`config.mk`:
```
export PLATFORM = sky130hd
export DESIGN_NAME = kd_ctrl_top
export DESIGN_NICKNAME = d
export VERILOG_FILES = /design/src/rtl/kd_ctrl_pkg.sv /design/src/rtl/phase_fsm.sv /design/src/rtl/phase_counter.sv /design/src/rtl/load_writer.sv /design/src/rtl/scan_sequencer.sv /design/src/rtl/result_reader.sv /design/src/rtl/kd_ctrl_top.sv
export SDC_FILE = /design/constraint.sdc
export NUM_CORES = 1
export LEC_CHECK = 0
export BUFFER_PORTS_ARGS = -buffer_cell sky130_fd_sc_hd__buf_2
export CORE_MARGIN = 2
export CORE_UTILIZATION = 49
export CTS_BUF_LIST = sky130_fd_sc_hd__clkbuf_8
export DETAILED_ROUTE_END_ITERATION = 8
export GPL_ROUTABILITY_DRIVEN = 0
export HOLD_SLACK_MARGIN = 0.05
export MAX_ROUTING_LAYER = met4
export PLACE_DENSITY = 0.78
export SLEW_MARGIN = 10
export SYNTH_ARGS = -nofsm -noshare
export SYNTH_HDL_FRONTEND = slang
export SYNTH_SLANG_ARGS = --single-unit
```
`constraint.sdc`:
```
create_clock -name clk -period 4.1 [get_ports clk]
set_clock_uncertainty 0.15 [all_clocks]
set_input_delay 0.615 -clock clk [delete_from_list [all_inputs] [get_ports clk]]
set_output_delay 0.615 -clock clk [all_outputs]
set_load 0.05 [all_outputs]
```
`src/rtl/kd_ctrl_pkg.sv`:
```
package kd_ctrl_pkg;

    localparam int DATA_WIDTH = 11;
    localparam int PATCH_SIZE = 5;
    localparam int LEAF_SIZE = 8;
    localparam int NUM_LEAVES = 8;
    localparam int NUM_NODES = NUM_LEAVES - 1;
    localparam int NUM_QUERIES = 6;
    localparam int LOAD_CREDITS = 2;
    localparam int OUT_CREDITS = 4;
    // kernel, running min and sorter latency
    localparam int SCAN_FLUSH_CYCLES = 12;

    localparam int LEAF_AW = $clog2(NUM_LEAVES);
    localparam int NODE_AW = $clog2(NUM_NODES);
    localparam int QUERY_AW = $clog2(NUM_QUERIES);
    localparam int BANK_W = $clog2(LEAF_SIZE);
    // the leaf load is the longest phase
    localparam int STEP_W = $clog2(NUM_LEAVES * LEAF_SIZE);
    localparam int RD_AW = (LEAF_AW > QUERY_AW) ? LEAF_AW : QUERY_AW;
    localparam int CREDIT_W = $clog2(OUT_CREDITS + 1);

    typedef enum logic [2:0] {
        idle,
        load_nodes,
        load_leaves,
        load_queries,
        scan_leaves,
        scan_flush,
        send_best
    } phase_t;

    typedef logic signed [PATCH_SIZE-1:0][DATA_WIDTH-1:0] patch_t;

    typedef struct packed {
        logic               node_en;
        logic [NODE_AW-1:0] node_addr;
        logic [LEAF_SIZE-1:0] leaf_bank_sel;
        logic [LEAF_AW-1:0] leaf_addr;
        logic               query_en;
        logic [QUERY_AW-1:0] query_addr;
    } load_wr_t;

    typedef struct packed {
        logic             en;
        logic [RD_AW-1:0] addr;
    } mem_rd_t;

    typedef struct packed {
        logic   valid;
        logic   first;
        logic   last;
        patch_t patch;
    } kernel_beat_t;

    typedef struct packed {
        logic                en;
        logic [QUERY_AW-1:0] addr;
    } best_wr_t;

    typedef struct packed {
        logic               enq;
        logic [LEAF_AW-1:0] leaf_idx;
    } out_word_t;

endpackage

```
`src/rtl/phase_fsm.sv`:
```
`timescale 1ns/100ps

module phase_fsm (
    input  logic                clk,
    input  logic                rst_n,
    input  logic                load_kdtree,
    input  logic                start,
    input  logic                send_best_cmd,
    input  logic                agg_valid,
    input  logic                out_enq,
    input  logic                last,
    output kd_ctrl_pkg::phase_t phase,
    output logic                step,
    output logic                done
);

    kd_ctrl_pkg::phase_t phase_next;

    always_ff @(posedge clk or negedge rst_n) begin
        if (!rst_n) begin
            phase <= kd_ctrl_pkg::idle;
        end else begin
            phase <= phase_next;
        end
    end

    // what advances the step counter in each phase
    always_comb begin
        case (phase)
            kd_ctrl_pkg::load_nodes,
            kd_ctrl_pkg::load_leaves,
            kd_ctrl_pkg::load_queries: step = agg_valid;
            kd_ctrl_pkg::scan_leaves,
            kd_ctrl_pkg::scan_flush:   step = 1'b1;
            kd_ctrl_pkg::send_best:    step = out_enq;
            default:                   step = 1'b0;
        endcase
    end

    always_comb begin
        phase_next = phase;
        case (phase)
            kd_ctrl_pkg::idle: begin
                // commands only count here
                if (load_kdtree) begin
                    phase_next = kd_ctrl_pkg::load_nodes;
                end else if (start) begin
                    phase_next = kd_ctrl_pkg::scan_leaves;
                end else if (send_best_cmd) begin
                    phase_next = kd_ctrl_pkg::send_best;
                end
            end
            kd_ctrl_pkg::load_nodes: begin
                if (step && last) begin
                    phase_next = kd_ctrl_pkg::load_leaves;
                end
            end
            kd_ctrl_pkg::load_leaves: begin
                if (step && last) begin
                    phase_next = kd_ctrl_pkg::load_queries;
                end
            end
            kd_ctrl_pkg::scan_leaves: begin
                if (last) begin
                    phase_next = kd_ctrl_pkg::scan_flush;
                end
            end
            kd_ctrl_pkg::load_queries,
            kd_ctrl_pkg::scan_flush,
            kd_ctrl_pkg::send_best: begin
                if (step && last) begin
                    phase_next = kd_ctrl_pkg::idle;
                end
            end
            default: phase_next = kd_ctrl_pkg::idle;
        endcase
    end

    // pipeline drained, all kernel results are in the best array
    assign done = (phase == kd_ctrl_pkg::scan_flush) && last;

    a_one_cmd: assert property (@(posedge clk) disable iff (!rst_n)
        $onehot0({load_kdtree, start, send_best_cmd}));

endmodule

```
`src/rtl/phase_counter.sv`:
```
`timescale 1ns/100ps

module phase_counter (
    input  logic                           clk,
    input  logic                           rst_n,
    input  kd_ctrl_pkg::phase_t            phase,
    input  logic                           step,
    output logic [kd_ctrl_pkg::STEP_W-1:0] count,
    output logic                           last
);

    kd_ctrl_pkg::phase_t              phase_q;
    logic [kd_ctrl_pkg::STEP_W-1:0]   count_q;
    logic [kd_ctrl_pkg::STEP_W-1:0]   terminal;

    always_ff @(posedge clk or negedge rst_n) begin
        if (!rst_n) begin
            phase_q <= kd_ctrl_pkg::idle;
            count_q <= '0;
        end else begin
            phase_q <= phase;
            if (step) begin
                count_q <= last ? '0 : count + 1'b1;
            end else begin
                count_q <= count;
            end
        end
    end

    // every phase starts counting from zero
    assign count = (phase != phase_q) ? '0 : count_q;

    always_comb begin
        case (phase)
            kd_ctrl_pkg::load_nodes:
                terminal = kd_ctrl_pkg::STEP_W'(kd_ctrl_pkg::NUM_NODES - 1);
            kd_ctrl_pkg::load_leaves:
                terminal = kd_ctrl_pkg::STEP_W'(kd_ctrl_pkg::NUM_LEAVES * kd_ctrl_pkg::LEAF_SIZE - 1);
            kd_ctrl_pkg::scan_leaves:
                terminal = kd_ctrl_pkg::STEP_W'(kd_ctrl_pkg::NUM_LEAVES * kd_ctrl_pkg::NUM_QUERIES - 1);
            kd_ctrl_pkg::scan_flush:
                terminal = kd_ctrl_pkg::STEP_W'(kd_ctrl_pkg::SCAN_FLUSH_CYCLES - 1);
            kd_ctrl_pkg::load_queries,
            kd_ctrl_pkg::send_best:
                terminal = kd_ctrl_pkg::STEP_W'(kd_ctrl_pkg::NUM_QUERIES - 1);
            default:
                terminal = '0;
        endcase
    end

    assign last = (count == terminal);

endmodule

```
`src/rtl/load_writer.sv`:
```
`timescale 1ns/100ps

module load_writer (
    input  logic                           clk,
    input  logic                           rst_n,
    input  kd_ctrl_pkg::phase_t            phase,
    input  logic                           agg_valid,
    input  logic [kd_ctrl_pkg::STEP_W-1:0] count,
    output kd_ctrl_pkg::load_wr_t          load_wr,
    output logic                           agg_credit
);

    logic [kd_ctrl_pkg::LEAF_SIZE-1:0] bank_onehot;

    // leaf words are spread over the banks by the low count bits
    always_comb begin
        bank_onehot = '0;
        bank_onehot[count[kd_ctrl_pkg::BANK_W-1:0]] = 1'b1;
    end

    always_comb begin
        load_wr.node_en = agg_valid && (phase == kd_ctrl_pkg::load_nodes);
        load_wr.node_addr = count[kd_ctrl_pkg::NODE_AW-1:0];
        load_wr.leaf_bank_sel = (agg_valid && (phase == kd_ctrl_pkg::load_leaves)) ?
                                bank_onehot : '0;
        load_wr.leaf_addr = count[kd_ctrl_pkg::BANK_W +: kd_ctrl_pkg::LEAF_AW];
        load_wr.query_en = agg_valid && (phase == kd_ctrl_pkg::load_queries);
        load_wr.query_addr = count[kd_ctrl_pkg::QUERY_AW-1:0];
    end

    // each word is consumed at once, its credit goes back next cycle
    always_ff @(posedge clk or negedge rst_n) begin
        if (!rst_n) begin
            agg_credit <= 1'b0;
        end else begin
            agg_credit <= agg_valid;
        end
    end

    a_word_in_load: assert property (@(posedge clk) disable iff (!rst_n)
        agg_valid |-> phase inside {kd_ctrl_pkg::load_nodes, kd_ctrl_pkg::load_leaves,
                                    kd_ctrl_pkg::load_queries});

endmodule

```
`src/rtl/scan_sequencer.sv`:
```
`timescale 1ns/100ps

module scan_sequencer (
    input  logic                           clk,
    input  logic                           rst_n,
    input  kd_ctrl_pkg::phase_t            phase,
    input  logic                           start,
    input  logic [kd_ctrl_pkg::STEP_W-1:0] count,
    input  kd_ctrl_pkg::patch_t            query_rdata,
    output kd_ctrl_pkg::mem_rd_t           leaf_rd,
    output kd_ctrl_pkg::mem_rd_t           query_rd,
    output kd_ctrl_pkg::kernel_beat_t      kernel
);

    logic [kd_ctrl_pkg::LEAF_AW-1:0]  leaf_idx;
    logic [kd_ctrl_pkg::QUERY_AW-1:0] query_idx;
    logic                             scanning;
    logic                             first_beat;
    logic                             last_beat;
    kd_ctrl_pkg::patch_t              held_patch;

    assign leaf_idx = count[kd_ctrl_pkg::LEAF_AW-1:0];
    assign query_idx = count[kd_ctrl_pkg::LEAF_AW +: kd_ctrl_pkg::QUERY_AW];
    assign scanning = (phase == kd_ctrl_pkg::scan_leaves);
    assign first_beat = scanning && (leaf_idx == '0);
    assign last_beat = scanning &&
                       (leaf_idx == kd_ctrl_pkg::LEAF_AW'(kd_ctrl_pkg::NUM_LEAVES - 1));

    // query 0 is read on start, the next one during the last beat of the current one
    always_comb begin
        if ((phase == kd_ctrl_pkg::idle) && start) begin
            query_rd.en = 1'b1;
            query_rd.addr = '0;
        end else begin
            query_rd.en = last_beat &&
                (query_idx != kd_ctrl_pkg::QUERY_AW'(kd_ctrl_pkg::NUM_QUERIES - 1));
            query_rd.addr = kd_ctrl_pkg::RD_AW'(query_idx + 1'b1);
        end
    end

    // read data is live on the first beat only
    always_ff @(posedge clk) begin
        if (first_beat) begin
            held_patch <= query_rdata;
        end
    end

    always_comb begin
        leaf_rd.en = scanning;
        leaf_rd.addr = kd_ctrl_pkg::RD_AW'(leaf_idx);
        kernel.valid = scanning;
        kernel.first = first_beat;
        kernel.last = last_beat;
        if (!scanning) begin
            kernel.patch = '0;
        end else if (first_beat) begin
            kernel.patch = query_rdata;
        end else begin
            kernel.patch = held_patch;
        end
    end

    // the read for the next query lands right on its first beat
    a_read_then_first: assert property (@(posedge clk) disable iff (!rst_n)
        query_rd.en |=> kernel.first);

endmodule

```
`src/rtl/result_reader.sv`:
```
`timescale 1ns/100ps

module result_reader (
    input  logic                            clk,
    input  logic                            rst_n,
    input  kd_ctrl_pkg::phase_t             phase,
    input  logic                            done,
    input  logic                            kernel_result,
    input  logic [kd_ctrl_pkg::LEAF_AW-1:0] best_rdata,
    input  logic                            out_credit,
    output kd_ctrl_pkg::best_wr_t           best_wr,
    output kd_ctrl_pkg::mem_rd_t            best_rd,
    output kd_ctrl_pkg::out_word_t          out
);

    logic [kd_ctrl_pkg::QUERY_AW-1:0] best_addr_q;
    logic [kd_ctrl_pkg::QUERY_AW-1:0] rd_addr_q;
    logic [kd_ctrl_pkg::CREDIT_W-1:0] credit_q;
    logic                             enq_q;
    logic                             rd_go;

    // one result per query, in query order
    always_ff @(posedge clk or negedge rst_n) begin
        if (!rst_n) begin
            best_addr_q <= '0;
        end else if (done) begin
            best_addr_q <= '0;
        end else if (kernel_result) begin
            best_addr_q <= best_addr_q + 1'b1;
        end
    end

    // one read in flight at most, and never without a free FIFO slot
    assign rd_go = (phase == kd_ctrl_pkg::send_best) && (credit_q != '0) && !enq_q;

    always_ff @(posedge clk or negedge rst_n) begin
        if (!rst_n) begin
            rd_addr_q <= '0;
            enq_q <= 1'b0;
            credit_q <= kd_ctrl_pkg::CREDIT_W'(kd_ctrl_pkg::OUT_CREDITS);
        end else begin
            enq_q <= rd_go;
            if (rd_go) begin
                rd_addr_q <= (rd_addr_q == kd_ctrl_pkg::QUERY_AW'(kd_ctrl_pkg::NUM_QUERIES - 1)) ?
                             '0 : rd_addr_q + 1'b1;
            end
            case ({out_credit, enq_q})
                2'b10:   credit_q <= credit_q + 1'b1;
                2'b01:   credit_q <= credit_q - 1'b1;
                default: credit_q <= credit_q;
            endcase
        end
    end

    always_comb begin
        best_wr.en = kernel_result;
        best_wr.addr = best_addr_q;
        best_rd.en = rd_go;
        best_rd.addr = kd_ctrl_pkg::RD_AW'(rd_addr_q);
        out.enq = enq_q;
        out.leaf_idx = best_rdata;
    end

    // the FIFO returns no more credits than it was given
    a_credit_bound: assert property (@(posedge clk) disable iff (!rst_n)
        out_credit && !enq_q |-> credit_q < kd_ctrl_pkg::CREDIT_W'(kd_ctrl_pkg::OUT_CREDITS));

endmodule

```
`src/rtl/kd_ctrl_top.sv`:
```
`timescale 1ns/100ps

module kd_ctrl_top (
    input  logic                            clk,
    input  logic                            rst_n,
    input  logic                            load_kdtree,
    input  logic                            start,
    input  logic                            send_best_cmd,
    input  logic                            agg_valid,
    input  kd_ctrl_pkg::patch_t             query_rdata,
    input  logic                            kernel_result,
    input  logic [kd_ctrl_pkg::LEAF_AW-1:0] best_rdata,
    input  logic                            out_credit,
    output logic                            agg_credit,
    output kd_ctrl_pkg::load_wr_t           load_wr,
    output kd_ctrl_pkg::mem_rd_t            leaf_rd,
    output kd_ctrl_pkg::mem_rd_t            query_rd,
    output kd_ctrl_pkg::kernel_beat_t       kernel,
    output kd_ctrl_pkg::best_wr_t           best_wr,
    output kd_ctrl_pkg::mem_rd_t            best_rd,
    output kd_ctrl_pkg::out_word_t          out,
    output logic                            done
);

    kd_ctrl_pkg::phase_t            phase;
    logic                           step;
    logic                           last;
    logic [kd_ctrl_pkg::STEP_W-1:0] count;

    phase_fsm u_fsm (
        .clk           (clk),
        .rst_n         (rst_n),
        .load_kdtree   (load_kdtree),
        .start         (start),
        .send_best_cmd (send_best_cmd),
        .agg_valid     (agg_valid),
        .out_enq       (out.enq),
        .last          (last),
        .phase         (phase),
        .step          (step),
        .done          (done)
    );

    phase_counter u_counter (
        .clk   (clk),
        .rst_n (rst_n),
        .phase (phase),
        .step  (step),
        .count (count),
        .last  (last)
    );

    load_writer u_load (
        .clk        (clk),
        .rst_n      (rst_n),
        .phase      (phase),
        .agg_valid  (agg_valid),
        .count      (count),
        .load_wr    (load_wr),
        .agg_credit (agg_credit)
    );

    scan_sequencer u_scan (
        .clk         (clk),
        .rst_n       (rst_n),
        .phase       (phase),
        .start       (start),
        .count       (count),
        .query_rdata (query_rdata),
        .leaf_rd     (leaf_rd),
        .query_rd    (query_rd),
        .kernel      (kernel)
    );

    result_reader u_result (
        .clk           (clk),
        .rst_n         (rst_n),
        .phase         (phase),
        .done          (done),
        .kernel_result (kernel_result),
        .best_rdata    (best_rdata),
        .out_credit    (out_credit),
        .best_wr       (best_wr),
        .best_rd       (best_rd),
        .out           (out)
    );

endmodule

```
======== Word level (Yosys, flattened, before mapping) ========
Index checks and enable logic that the tools add are counted.
storage, ports and cells
  flip-flop bits (word level) ............. 78
  input bits .............................. 66
  output and inout port bits .............. 99
cells by class
  add/subtract/negate cells ............... 6
  order comparisons ....................... 2
  equality and inequality tests ........... 18
  mux-type cells .......................... 23
  reduce and logical (&&, ||, !) cells .... 23
operator list
  kind                                                count
  2-to-1 mux 55 bit                                   2
  2-to-1 mux 3 bit                                    10
  case mux 6 bit (5 select lines)                     1
  2-to-1 mux 6 bit                                    3
  == test 3 bit, second input constant                5
  case mux 3 bit (5 select lines)                     1
  adder 3 x 1 -> 3 bit, second input constant         4
  logical AND 1 bit                                   12
  2-to-1 mux 8 bit                                    1
  adder 6 x 1 -> 6 bit, second input constant         1
  == test 3 x 2 -> 1 bit, second input constant       2
  == test 6 bit                                       1
  logical NOT 3 bit                                   2
  inequality test 2 bit, second input constant        3
  case mux 3 bit (2 select lines)                     1
  OR reduction 3 bit                                  2
  AND reduction 5 bit                                 1
  < comparator 3 x 4 -> 1 bit, second input constant  1
  2-to-1 mux 4 bit                                    1
  inequality test 4 bit, second input constant        1
  nonzero test 2 bit                                  2
  OR reduction 2 bit                                  2
  demux 1 bit (select 3 bit)                          1
  == test 3 x 1 -> 1 bit, second input constant       1
  11 further kinds                                    11

======== Depth between registers and ports, before layout ========
Gate-level depths: netlist of the first run.
  word-level depth ........................ 7
  mapped depth ............................ 11

======== By module ========
A second synthesis of the first run with hierarchy kept.
unflattened totals
  cell total of the unflattened synthesis .. 498
  area total of the unflattened synthesis .. 4,509.3 µm²
by module, submodules not included
  module          instances  cells an instance  area each (µm²)
  scan_sequencer  1          324                2,851.5
  phase_counter   1          75                 680.7
  result_reader   1          44                 516.7
  phase_fsm       1          30                 247.7
  load_writer     1          25                 212.7

======== Worst setup path after synthesis of the first run ========
Ideal clock, no wire load.
  path type ............................... register to output
  start ................................... register u_fsm.phase[2]
  end ..................................... output load_wr[10] in the netlist's numbering
  data arrival time ....................... 2.770 ns
  data required time ...................... 3.335 ns
  slack ................................... 0.565 ns
  stages on the path, launching flop included .. 9
  cells stage by stage .................... dfrtp_1 -> buf_2 -> xor2_1 -> nor3_2 -> buf_6 -> nand2_1 -> inv_1 -> nand3_1 -> nor3_1
RTL lines
  element                   line               text
  start: declaration        phase_fsm.sv:12    output kd_ctrl_pkg::phase_t phase,
  start signal: assignment  phase_fsm.sv:21    phase <= kd_ctrl_pkg::idle;
  start signal: assignment  phase_fsm.sv:23    phase <= phase_next;
  end: declaration          kd_ctrl_top.sv:15  output kd_ctrl_pkg::load_wr_t load_wr,

==> out/qor.txt, run 1 <==
outcome - complete, no violations
commonest non-fill, non-tap cell in the layout - buf_2
Post-synth EDFFs - 0
Final TNS setup - 0 ns
critical path arrival - 3.08 ns
XOR/XNOR share of the synthesized area - 0.0382
Avg WL per Cell - 13.9 µm
CTS Buf Count - 9
DP HPWL - 6.54 mm
vias in the first global route - 2985
flops & latches, synth - 78
FFs w/ async S/R, synth - 0.295
Synth Area in Compound Gates - 0.0632
final wirelength - 8.72 mm
min Tclk post-route - 3.84 ns
Max-Cap Viols - 0
Worst VDD drop - 0.000405 V
total power - 0.00285 W
Cells after Synth - 381
die area - 8610 µm²
ANT nets after route - 0
Skew-Pair Late Insertion Delay - 0.33 ns
crit path max fanout - 56
die span in x - 92.8 µm
clock slew at reported path FFs - 0.08 ns
Syn Area/Cell - 10.1 µm²
CTS Buffer Depth - 2
RSZ-0062 raised after global routing - no
WS Path Type - flop to output port
CTS tree - done
# setup viols final - 0
n_diodes - 0
Worst Max-Slew Pin Slew - 0.899 ns
IO Pins - 165
mux share of post-synthesis cell area - 0.168
PortBufs - 158
All-Layer GR Usage - 0.205
Site Rows - 32
RR Endpoint - u_counter.count_q[4]$_DFF_PN0_
largest net degree at the start of global routing - 59
mapped cell area - 3860 µm²
remaining global-route overflow - 0
Worst R2R Path Depth - 9
Slew Limit Headroom - 0.392
Die Ht - 92.8 µm
Worst R2R Start - u_fsm.phase[0]$_DFFE_PN0P_
commonest non-fill, non-tap cells in the layout - buf_2, and2_1, mux2_2, dfxtp_1, nor2_1
first-pass GRT wire length - 13.8 mm
nets@finish - 593
leakage power - 2.56 nW
initial antenna violation count - 0
main combinational cell family by area after synthesis - simple AND/OR/NAND/NOR gates
H-tree levels - 3
starting density of the core - 0.502
Area Growth Syn to Fin - 25.3%
Hold-fix buffers, CTS - 0
fillcell total - 699
Synth Net Count - 455
Synth Warn # - 0
Required @ worst endpoint - 3.34 ns
vias per cell - 4.96
main flop type after synthesis - dfxtp_1
root buf cell - clkbuf_8
final hold vios - 0
share of cells above drive strength 1 - 0.466
Worst Setup End Kind - output port
HP Class - input pin to async pin
CTS Sinks - 78
CP startpoint - u_fsm.phase[0]$_DFFE_PN0P_
DR vias - 3104
PD cells - 590 nW/µm²
count of pins over their slew limit - 0
post-CTS setup buffer count - 0
Simple-Gate Fraction of Synth Area - 0.201
sequential cell area fraction in the yosys report - 0.434
DRT iter0 DRCs - 130
Reg2Reg Setup Slack - 1.44 ns
synth unique cells - 52
crit start category - flop
f_max - 260 MHz
synthesized-area fraction occupied by adder cells - 0.0279
drt pass-1 iters - 4
Tcrit/Tclk final - 0.937
DRC viols - 0
core area - 7690 µm²
worst hold slack - 0.107 ns
PostCTS Resize Cnt - 0
worst max path at each step:
| stage | to | slack, ns | cells after the start |
|---|---|---|---|
| finish | kernel[28] | 0.26 | 9 |
| global route | kernel[28] | 0.03 | 9 |
| CTS | kernel[54] | 0.25 | 9 |
| detailed placement | kernel[54] | 0.62 | 9 |
| global placement | kernel[54] | 0.67 | 9 |
| floorplan | load_wr[10] | 0.56 | 8 |
final cells by class:
class,instances,area (µm²),share of cell area
timing repair buffer,163,841,0.174
tap,102,128,0.0264
clock buffer,9,124,0.0256
multi-input combinational,254,1930,0.398
sequential,78,1680,0.347
inverter,13,48.8,0.0101
clock inverter,7,95.1,0.0196
critical path, cell delays in order, from the launching register on:
cell	delay, ns
dfrtp_1	0.40
xor2_1	0.22
nor3_2	0.55
nand2_1	0.25
ha_1	0.24
and3_2	0.19
buf_12	0.19
mux2_2	0.31
and2_1	0.16
buf_2	0.21
state kept, by name (all words and copies together) (netlist names):
name                  flops
u_scan.held_patch        55
u_counter.count_q         6
u_counter.phase_q         3
u_fsm.phase               3
u_result.best_addr_q      3
u_result.credit_q         3
u_result.rd_addr_q        3
u_load.agg_credit         1
u_result.enq_q            1
stage by stage:
stage	setup WS [ns]	util	area [µm²]	std cells
after CTS	0.247	0.630	4840	626
final	0.260	0.630	4840	626
after floorplan	0.565	-	3860	381
after global placement	0.669	0.601	4620	610
after global routing	0.0319	0.630	4840	626
after detailed placement	0.621	0.601	4620	610
synthesized netlist by cell type, types with 2 or more instances:
| library cell | n | share of area |
|---|---|---|
| o21ai_0 | 6 | 0.0078 |
| and2_1 | 58 | 0.094 |
| nand2_1 | 22 | 0.021 |
| nand3_1 | 6 | 0.0078 |
| xnor2_1 | 8 | 0.018 |
| o31ai_1 | 2 | 0.0039 |
| a21o_1 | 3 | 0.0058 |
| nor3b_1 | 5 | 0.0097 |
| inv_1 | 13 | 0.013 |
| clkbuf_1 | 10 | 0.0097 |
| a21oi_1 | 4 | 0.0052 |
| buf_2 | 8 | 0.010 |
| mux2i_1 | 3 | 0.0078 |
| nor2_1 | 23 | 0.022 |
| ha_1 | 7 | 0.023 |
| mux2_2 | 55 | 0.16 |
| xor2_1 | 7 | 0.016 |
| buf_4 | 16 | 0.031 |
| or2_2 | 3 | 0.0049 |
| nand2b_1 | 3 | 0.0049 |
| dfxtp_1 | 55 | 0.29 |
| dfrtp_1 | 22 | 0.14 |
| nor4_1 | 2 | 0.0032 |
| o22ai_1 | 2 | 0.0032 |
| a221o_1 | 2 | 0.0052 |
| and3_1 | 3 | 0.0049 |
| nor3_1 | 8 | 0.010 |
cell families after synthesis:
kind of cell             count (synthesis)
AND/OR/NAND/NOR                        141
flip-flops                              78
multiplexers                            58
buffers and inverters                   49
AO/OA/AOI/OAI                           31
XOR/XNOR                                16
adder cells (fa/ha/maj)                  8
power by group:
group	internal, W	total, W	switching (W)
Clock	0.000346	0.000635	0.000290
Combinational	0.000338	0.00132	0.000979
Sequential	0.000828	0.000902	0.0000738
routing by layer:
metal | routed length, µm | vias up | GRT usage
met4 | 161 | 0 | 0.0748
met3 | 484 | 10 | 0.0350
met1 | 3800 | 1447 | 0.258
met5 | 0 | - | -
li1 | - | 1536 | -
met2 | 4280 | 111 | 0.332
No activity file was read; power rests on OpenSTA's default activity.
==> run 2: changes to the inputs <==
ABC_AREA = 1   (was not set)
CORE_UTILIZATION = 50   (was 49)
==> run 2 against run 1 <==
Against the previous run:
- synthesized area grew 5.1%
- cell count grew 25%
- largest power group unchanged
- critical path type unchanged
- sequential share of layout area shrank 0.90 points
==> out/qor.txt, run 2 <==
synth unique cells - 36 (was 52)
crit start category - flop (unchanged)
top sig layer - met4 (unchanged)
Post-synth top cells - inv_1, nor2_1, dfxtp_1 (was and2_1, dfxtp_1, mux2_2)
DP HPWL - 6.99 mm (was 6.54 mm)
Required @ worst endpoint - 3.34 ns (about the same)
vias per cell - 4.76 (was 4.96)
Worst VDD drop - 0.000445 V (was 0.000405 V)
total power - 0.00436 W (was 0.00285 W)
PostCTS Resize Cnt - 0 (unchanged)
CTS Buf Count - 9 (unchanged)
remaining global-route overflow - 0 (unchanged)
drt pass-1 iters - 5 (was 4)
DR vias - 3726 (was 3104)
n_diodes - 0 (unchanged)
main combinational cell family by area after synthesis - simple AND/OR/NAND/NOR gates (unchanged)
PD cells - 878 nW/µm² (was 590 nW/µm²)
mux share of post-synthesis cell area - 0.00247 (was 0.168)
commonest non-fill, non-tap cell in the layout - buf_2 (unchanged)
Tcrit/Tclk final - 0.924 (was 0.937)
WS Path Type - flop to output port (unchanged)
Layout Utilization - 0.637 (was 0.630)
final wirelength - 9.45 mm (was 8.72 mm)
vias in the first global route - 3617 (was 2985)
post-CTS setup buffer count - 0 (unchanged)
PortBufs - 158 (unchanged)
clock slew at reported path FFs - 0.08 ns (about the same)
die area - 8850 µm² (was 8610 µm²)
area leader, netlist - dfxtp_1 (unchanged)
final hold vios - 0 (unchanged)
core area - 7810 µm² (was 7690 µm²)
Worst Setup End Kind - output port (unchanged)
Syn Area/Cell - 7.50 µm² (was 10.1 µm²)
pre-CTS WS - 0.554 ns (was 0.621 ns)
Reg with most FFs - u_scan.held_patch (unchanged)
Post-synth EDFFs - 0 (unchanged)
WL met1 - 4.11 mm (was 3.80 mm)
Die Ht - 94.1 µm (was 92.8 µm)
FFs w/ async S/R, synth - 0.295 (unchanged)
crit path max fanout - 55 (was 56)
min Tclk post-route - 3.79 ns (was 3.84 ns)
Simple-Gate Fraction of Synth Area - 0.298 (was 0.201)
HP Class - input pin to async pin (unchanged)
XOR/XNOR share of the synthesized area - 0.0241 (was 0.0382)
flops & latches, synth - 78 (unchanged)
share of cells above drive strength 1 - 0.326 (was 0.466)
final worst setup slack - 0.311 ns (was 0.260 ns)
synthesized-area fraction occupied by adder cells - 0.0265 (was 0.0279)
All-Layer GR Usage - 0.230 (was 0.205)
most frequent cell after synthesis - inv_1 (was and2_1)
Site Rows - 32 (unchanged)
mapped cell area - 4060 µm² (was 3860 µm²)
die span in x - 94.1 µm (was 92.8 µm)
DRC viols - 0 (unchanged)
starting density of the core - 0.520 (was 0.502)
synth top area cells - dfxtp_1, dfrtp_1, inv_1, nor2_1, or2_0 (was dfxtp_1, mux2_2, dfrtp_1, and2_1, buf_4)
fillcell total - 688 (was 699)
Skew-Pair Late Insertion Delay - 0.34 ns (was 0.33 ns)
sequential cell area fraction in the yosys report - 0.414 (was 0.434)
Hold-fix buffers, CTS - 0 (unchanged)
critical path arrival - 3.02 ns (was 3.08 ns)
max reg flops - 55 (unchanged)
first-pass GRT wire length - 15.9 mm (was 13.8 mm)
Slew Limit Headroom - 0.642 (was 0.392)
Avg WL per Cell - 12.1 µm (was 13.9 µm)
DRT iter0 DRCs - 123 (was 130)
ANT nets after route - 0 (unchanged)
Worst Max-Slew Pin Slew - 0.537 ns (was 0.899 ns)
WL met2 - 4.57 mm (was 4.28 mm)
IO Pins - 165 (unchanged)
root buf cell - clkbuf_8 (unchanged)
largest net degree at the start of global routing - 57 (was 59)
Yosys top cell area share - 0.271 (was 0.285)
outcome - complete, no violations (unchanged)
# setup viols final - 0 (unchanged)
main flop type after synthesis - dfxtp_1 (unchanged)
Synth Area in Compound Gates - 0.0866 (was 0.0632)
Routed met3 length - 598 µm (was 484 µm)
CTS Sinks - 78 (unchanged)
Area Growth Syn to Fin - 22.5% (was 25.3%)
f_max - 264 MHz (was 260 MHz)
leakage power - 2.81 nW (was 2.56 nW)
Largest regs - u_scan.held_patch x55, u_counter.count_q x6 (unchanged)
commonest non-fill, non-tap cells in the layout - buf_2, inv_1, nor2_1, dfxtp_1, nand2_1 (was buf_2, and2_1, mux2_2, dfxtp_1, nor2_1)
count of pins over their slew limit - 0 (unchanged)
Cells after Synth - 541 (was 381)
Synth Warn # - 0 (unchanged)
Max-Cap Viols - 0 (unchanged)
Synth Net Count - 615 (was 455)
nets@finish - 750 (was 593)
CTS tree - done (unchanged)
H-tree levels - 3 (unchanged)
CTS Buffer Depth - 2 (unchanged)
initial antenna violation count - 0 (unchanged)
==> run 2: worst max-delay path, stage by stage, from the launching register on <==
cell     delay [ns]
dfrtp_1        0.62
inv_2          0.14
nand2_1        0.09
nand2_1        0.08
nor2_4         0.18
nand3_2        0.17
ha_1           0.23
inv_1          0.05
nor2_1         0.03
nand2_1        0.14
buf_6          0.34
o21ai_0        0.17
nor2_1         0.15
buf_2          0.28
==> run 2: final timing paths <==
| kind | from | end | slack, ns | cells past startpoint |
|---|---|---|---|---|
| hold reg to reg | u_result.credit_q[2]$_DFFE_PN1P_ | u_result.credit_q[2]$_DFFE_PN1P_ | 0.35 | 1 |
| setup / recovery | u_fsm.phase[2]$_DFFE_PN0P_ | kernel[1] | 0.31 | 13 |
| max in group asynchronous | rst_n | u_result.credit_q[2]$_DFFE_PN1P_ | 3.32 | 1 |
| min in group clk | agg_valid | u_load.agg_credit$_DFF_PN0_ | 0.24 | 1 |
| setup reg to reg | u_fsm.phase[2]$_DFFE_PN0P_ | u_scan.held_patch[0]$_DFF_P_ | 1.42 | 13 |
| hold / removal | rst_n | u_result.best_addr_q[0]$_DFFE_PN0P_ | 0.1 | 1 |
==> run 2: per-layer routing <==
layer	track usage	up-vias
met4	0.0700	0
met2	0.377	140
met1	0.287	1680
met3	0.0474	17
met5	-	-
li1	-	1889
==> run 2: stage by stage <==
stage / instance area (µm²) / setup TNS [ns] / instances / hold slack, ns
after global routing: 4970 / -0.00593 / 782 / 0.117
after floorplan: 4060 / 0 / 541 / 0.169
final: 4970 / 0 / 782 / 0.0956
after detailed placement: 4770 / 0 / 767 / 0.341
after CTS: 4960 / 0 / 782 / 0.0952
after global placement: 4770 / 0 / 767 / 0.330
==> run 2: cell type report <==
cell class                      instances  area, µm²  share of cell area
Timing Repair Buffer                  161        817               0.164
Sequential cell                        78       1680               0.338
Inverter                              100        380              0.0765
Clock inverter                          5       52.6              0.0106
Tap cell                              102        128              0.0257
Multi-Input combinational cell        326       1780               0.358
Clock buffer                           10        138              0.0277
==> run 2: cell families after synthesis <==
group | count (synthesis)
DFF | 78
xor gates and xnor gates | 9
and+or+nand+nor | 240
muxes | 1
buffers and inverters | 137
AOI/OAI and AO/OA | 68
adders and majority gates | 8
==> run 2: power by group <==
group,leakage [nW],internal (W),switching (W)
sequential,0.754,0.00113,0.000162
clock,0.103,0.000292,0.000274
combinational,1.96,0.000727,0.00178
total,2.81,0.00215,0.00222
==> run 3: changes to the inputs <==
REMOVE_ABC_BUFFERS = 1   (was not set)
==> run 3 against run 2 <==
Against the previous run:
- sequential power about the same
- largest cell class unchanged
- first-iteration DRC count up 16%
- sequential share of layout area down 0.085 points
- flip-flop and latch count unchanged
- global-route usage down 1.0 points
- worst setup slack better by 0.0089 ns
- clock power up 10%
- critical path type unchanged
- combinational power about the same
- fmax up 0.23%
- total power up 1.7%
==> out/qor.txt, run 3 (synthesized netlist as in run 2, its figures left out) <==
f_max - 265 MHz (was 264 MHz)
H-tree levels - 3 (unchanged)
Int Power - 0.00219 W (was 0.00215 W)
Psw - 0.00224 W (was 0.00222 W)
pre-CTS WS - 0.585 ns (was 0.554 ns)
share of cells above drive strength 1 - 0.327 (was 0.326)
final hold vios - 0 (unchanged)
PD cells - 890 nW/µm² (was 878 nW/µm²)
Worst VDD drop - 0.000535 V (was 0.000445 V)
vias in the first global route - 3516 (was 3617)
die span in x - 94.1 µm (unchanged)
Seq. cell area - 1680 µm² (unchanged)
Area Growth Syn to Fin - 22.8% (was 22.5%)
All-Layer GR Usage - 0.219 (was 0.230)
min Tclk post-route - 3.78 ns (was 3.79 ns)
Clock power frac - 0.141 (was 0.130)
PortBufs - 158 (unchanged)
Worst Max-Slew Pin Slew - 0.557 ns (was 0.537 ns)
Site Rows - 32 (unchanged)
n_diodes - 0 (unchanged)
Slew Limit Headroom - 0.629 (was 0.642)
CP startpoint - u_fsm.phase[2]$_DFFE_PN0P_ (unchanged)
max reg flops - 55 (unchanged)
leakage power - 2.81 nW (about the same)
DP HPWL - 6.82 mm (was 6.99 mm)
ANT nets after route - 0 (unchanged)
Worst Setup End Kind - output port (unchanged)
final worst setup slack - 0.320 ns (was 0.311 ns)
die area - 8850 µm² (unchanged)
Combinational Power Share - 0.568 (was 0.575)
commonest non-fill, non-tap cells in the layout - buf_2, inv_1, nor2_1, dfxtp_1, nand2_1 (unchanged)
IO Pins - 165 (unchanged)
critical path arrival - 3.02 ns (about the same)
core area - 7810 µm² (unchanged)
vias per cell - 4.75 (was 4.76)
outcome - complete, no violations (unchanged)
Worst R2R Path Depth - 14 (was 13)
commonest non-fill, non-tap cell in the layout - buf_2 (unchanged)
Reg2Reg Setup Slack - 1.44 ns (was 1.42 ns)
Worst R2R Start - u_fsm.phase[2]$_DFFE_PN0P_ (unchanged)
CTS Sinks - 78 (unchanged)
Tcrit/Tclk final - 0.922 (was 0.924)
Largest regs - u_scan.held_patch x55, u_counter.count_q x6 (unchanged)
CTS tree - done (unchanged)
count of pins over their slew limit - 0 (unchanged)
area of the multi-input gates - 1780 µm² (unchanged)
HP Class - input pin to async pin (unchanged)
final wirelength - 9.17 mm (was 9.45 mm)
WL met1 - 4.09 mm (was 4.11 mm)
crit path max fanout - 55 (unchanged)
drt pass-1 iters - 4 (was 5)
Avg WL per Cell - 11.7 µm (was 12.1 µm)
RSZ-0062 raised after global routing - no
clock slew at reported path FFs - 0.08 ns (about the same)
crit path to - kernel[38] (was kernel[1])
fillcell total - 713 (was 688)
Final Cell Area - 4980 µm² (was 4970 µm²)
DR vias - 3707 (was 3726)
WL met2 - 4.40 mm (was 4.57 mm)
root buf cell - clkbuf_8 (unchanged)
DRT iter0 DRCs - 143 (was 123)
largest net degree at the start of global routing - 57 (unchanged)
# setup viols final - 0 (unchanged)
remaining global-route overflow - 0 (unchanged)
switching part of the total power - 0.506 (was 0.508)
Required @ worst endpoint - 3.34 ns (about the same)
nets@finish - 749 (was 750)
WS Path Type - flop to output port (unchanged)
CTS Buffer Depth - 2 (unchanged)
top sig layer - met4 (unchanged)
DRC viols - 0 (unchanged)
Skew-Pair Late Insertion Delay - 0.35 ns (was 0.34 ns)
CTS Buf Count - 9 (unchanged)
first-pass GRT wire length - 15.3 mm (was 15.9 mm)
Die Ht - 94.1 µm (unchanged)
starting density of the core - 0.520 (unchanged)
Routed met3 length - 572 µm (was 598 µm)
Hold-fix buffers, CTS - 0 (unchanged)
sequential share of power - 0.292 (was 0.296)
dpl cell area - 4770 µm² (about the same)
RR Endpoint - u_scan.held_patch[0]$_DFF_P_ (unchanged)
Reg with most FFs - u_scan.held_patch (unchanged)
Max-Cap Viols - 0 (unchanged)
initial antenna violation count - 0 (unchanged)
crit start category - flop (unchanged)
[run 3: power groups by stage]
stage	sequential (W)	combinational [W]	clock, W
after CTS	0.00130	0.00252	0.000638
after detailed placement	0.00131	0.00250	0
after floorplan	0.00138	0.00189	0
after global placement	0.00129	0.00245	0
final	0.00129	0.00252	0.000625
after global routing	0.00134	0.00279	0.000676
[run 3: layout make-up]
cell class	count	share of cell area
multi-input cells	326	0.357
inverters	100	0.0763
well taps	102	0.0256
clock buffers	9	0.0249
repair buffers	160	0.162
flip-flops and latches	78	0.337
clock inverters	6	0.0173
[run 3: how the worst min path moves through the flow]
stage | from | end | slack, ns | cells past startpoint
2_1_floorplan | rst_n | u_counter.count_q[0]$_DFF_PN0_ | 0.17 | 0
3_3_place_gp | u_result.credit_q[2]$_DFFE_PN1P_ | u_result.credit_q[2]$_DFFE_PN1P_ | 0.33 | 1
3_5_place_dp | u_result.credit_q[2]$_DFFE_PN1P_ | u_result.credit_q[2]$_DFFE_PN1P_ | 0.34 | 1
4_1_cts | rst_n | u_result.credit_q[0]$_DFFE_PN0P_ | 0.09 | 1
5_1_grt | rst_n | u_result.credit_q[0]$_DFFE_PN0P_ | 0.10 | 1
6_report | rst_n | u_result.rd_addr_q[1]$_DFFE_PN0P_ | 0.08 | 1
[run 3: per-layer routing]
metal / GRT usage / vias up
met3: 0.0562 / 11
met5: - / -
li1: - / 1884
met4: 0.0664 / 0
met1: 0.278 / 1678
met2: 0.347 / 134
[run 3: metrics by stage]
stage	setup TNS [ns]	instances	power, W	hold WS [ns]	utilization
6_report	0	781	0.00444	0.0792	0.638
2_1_floorplan	-39.85	504	0.00326	0.169	-
3_5_place_dp	0	766	0.00382	0.339	0.610
5_1_grt	0	781	0.00480	0.102	0.638
4_1_cts	0	781	0.00446	0.0862	0.637
3_3_place_gp	0	766	0.00374	0.332	0.610
[run 3: timing repair]
action	CTS	global route
endpoints found under the setup margin	0	55
gates resized for setup	0	3
setup buffers	0	0
[run 3: critical path, cell delays in order (launching register included)]
cell and delay (ns):
dfrtp_1 0.53, inv_2 0.17, nand2_1 0.08, nand2_2 0.10
nand2_2 0.07, nor2_4 0.21, nand2_4 0.10, ha_1 0.21
inv_1 0.05, nor2_1 0.04, nand2_1 0.14, buf_6 0.34
o21ai_0 0.16, nor2_1 0.15, buf_2 0.29
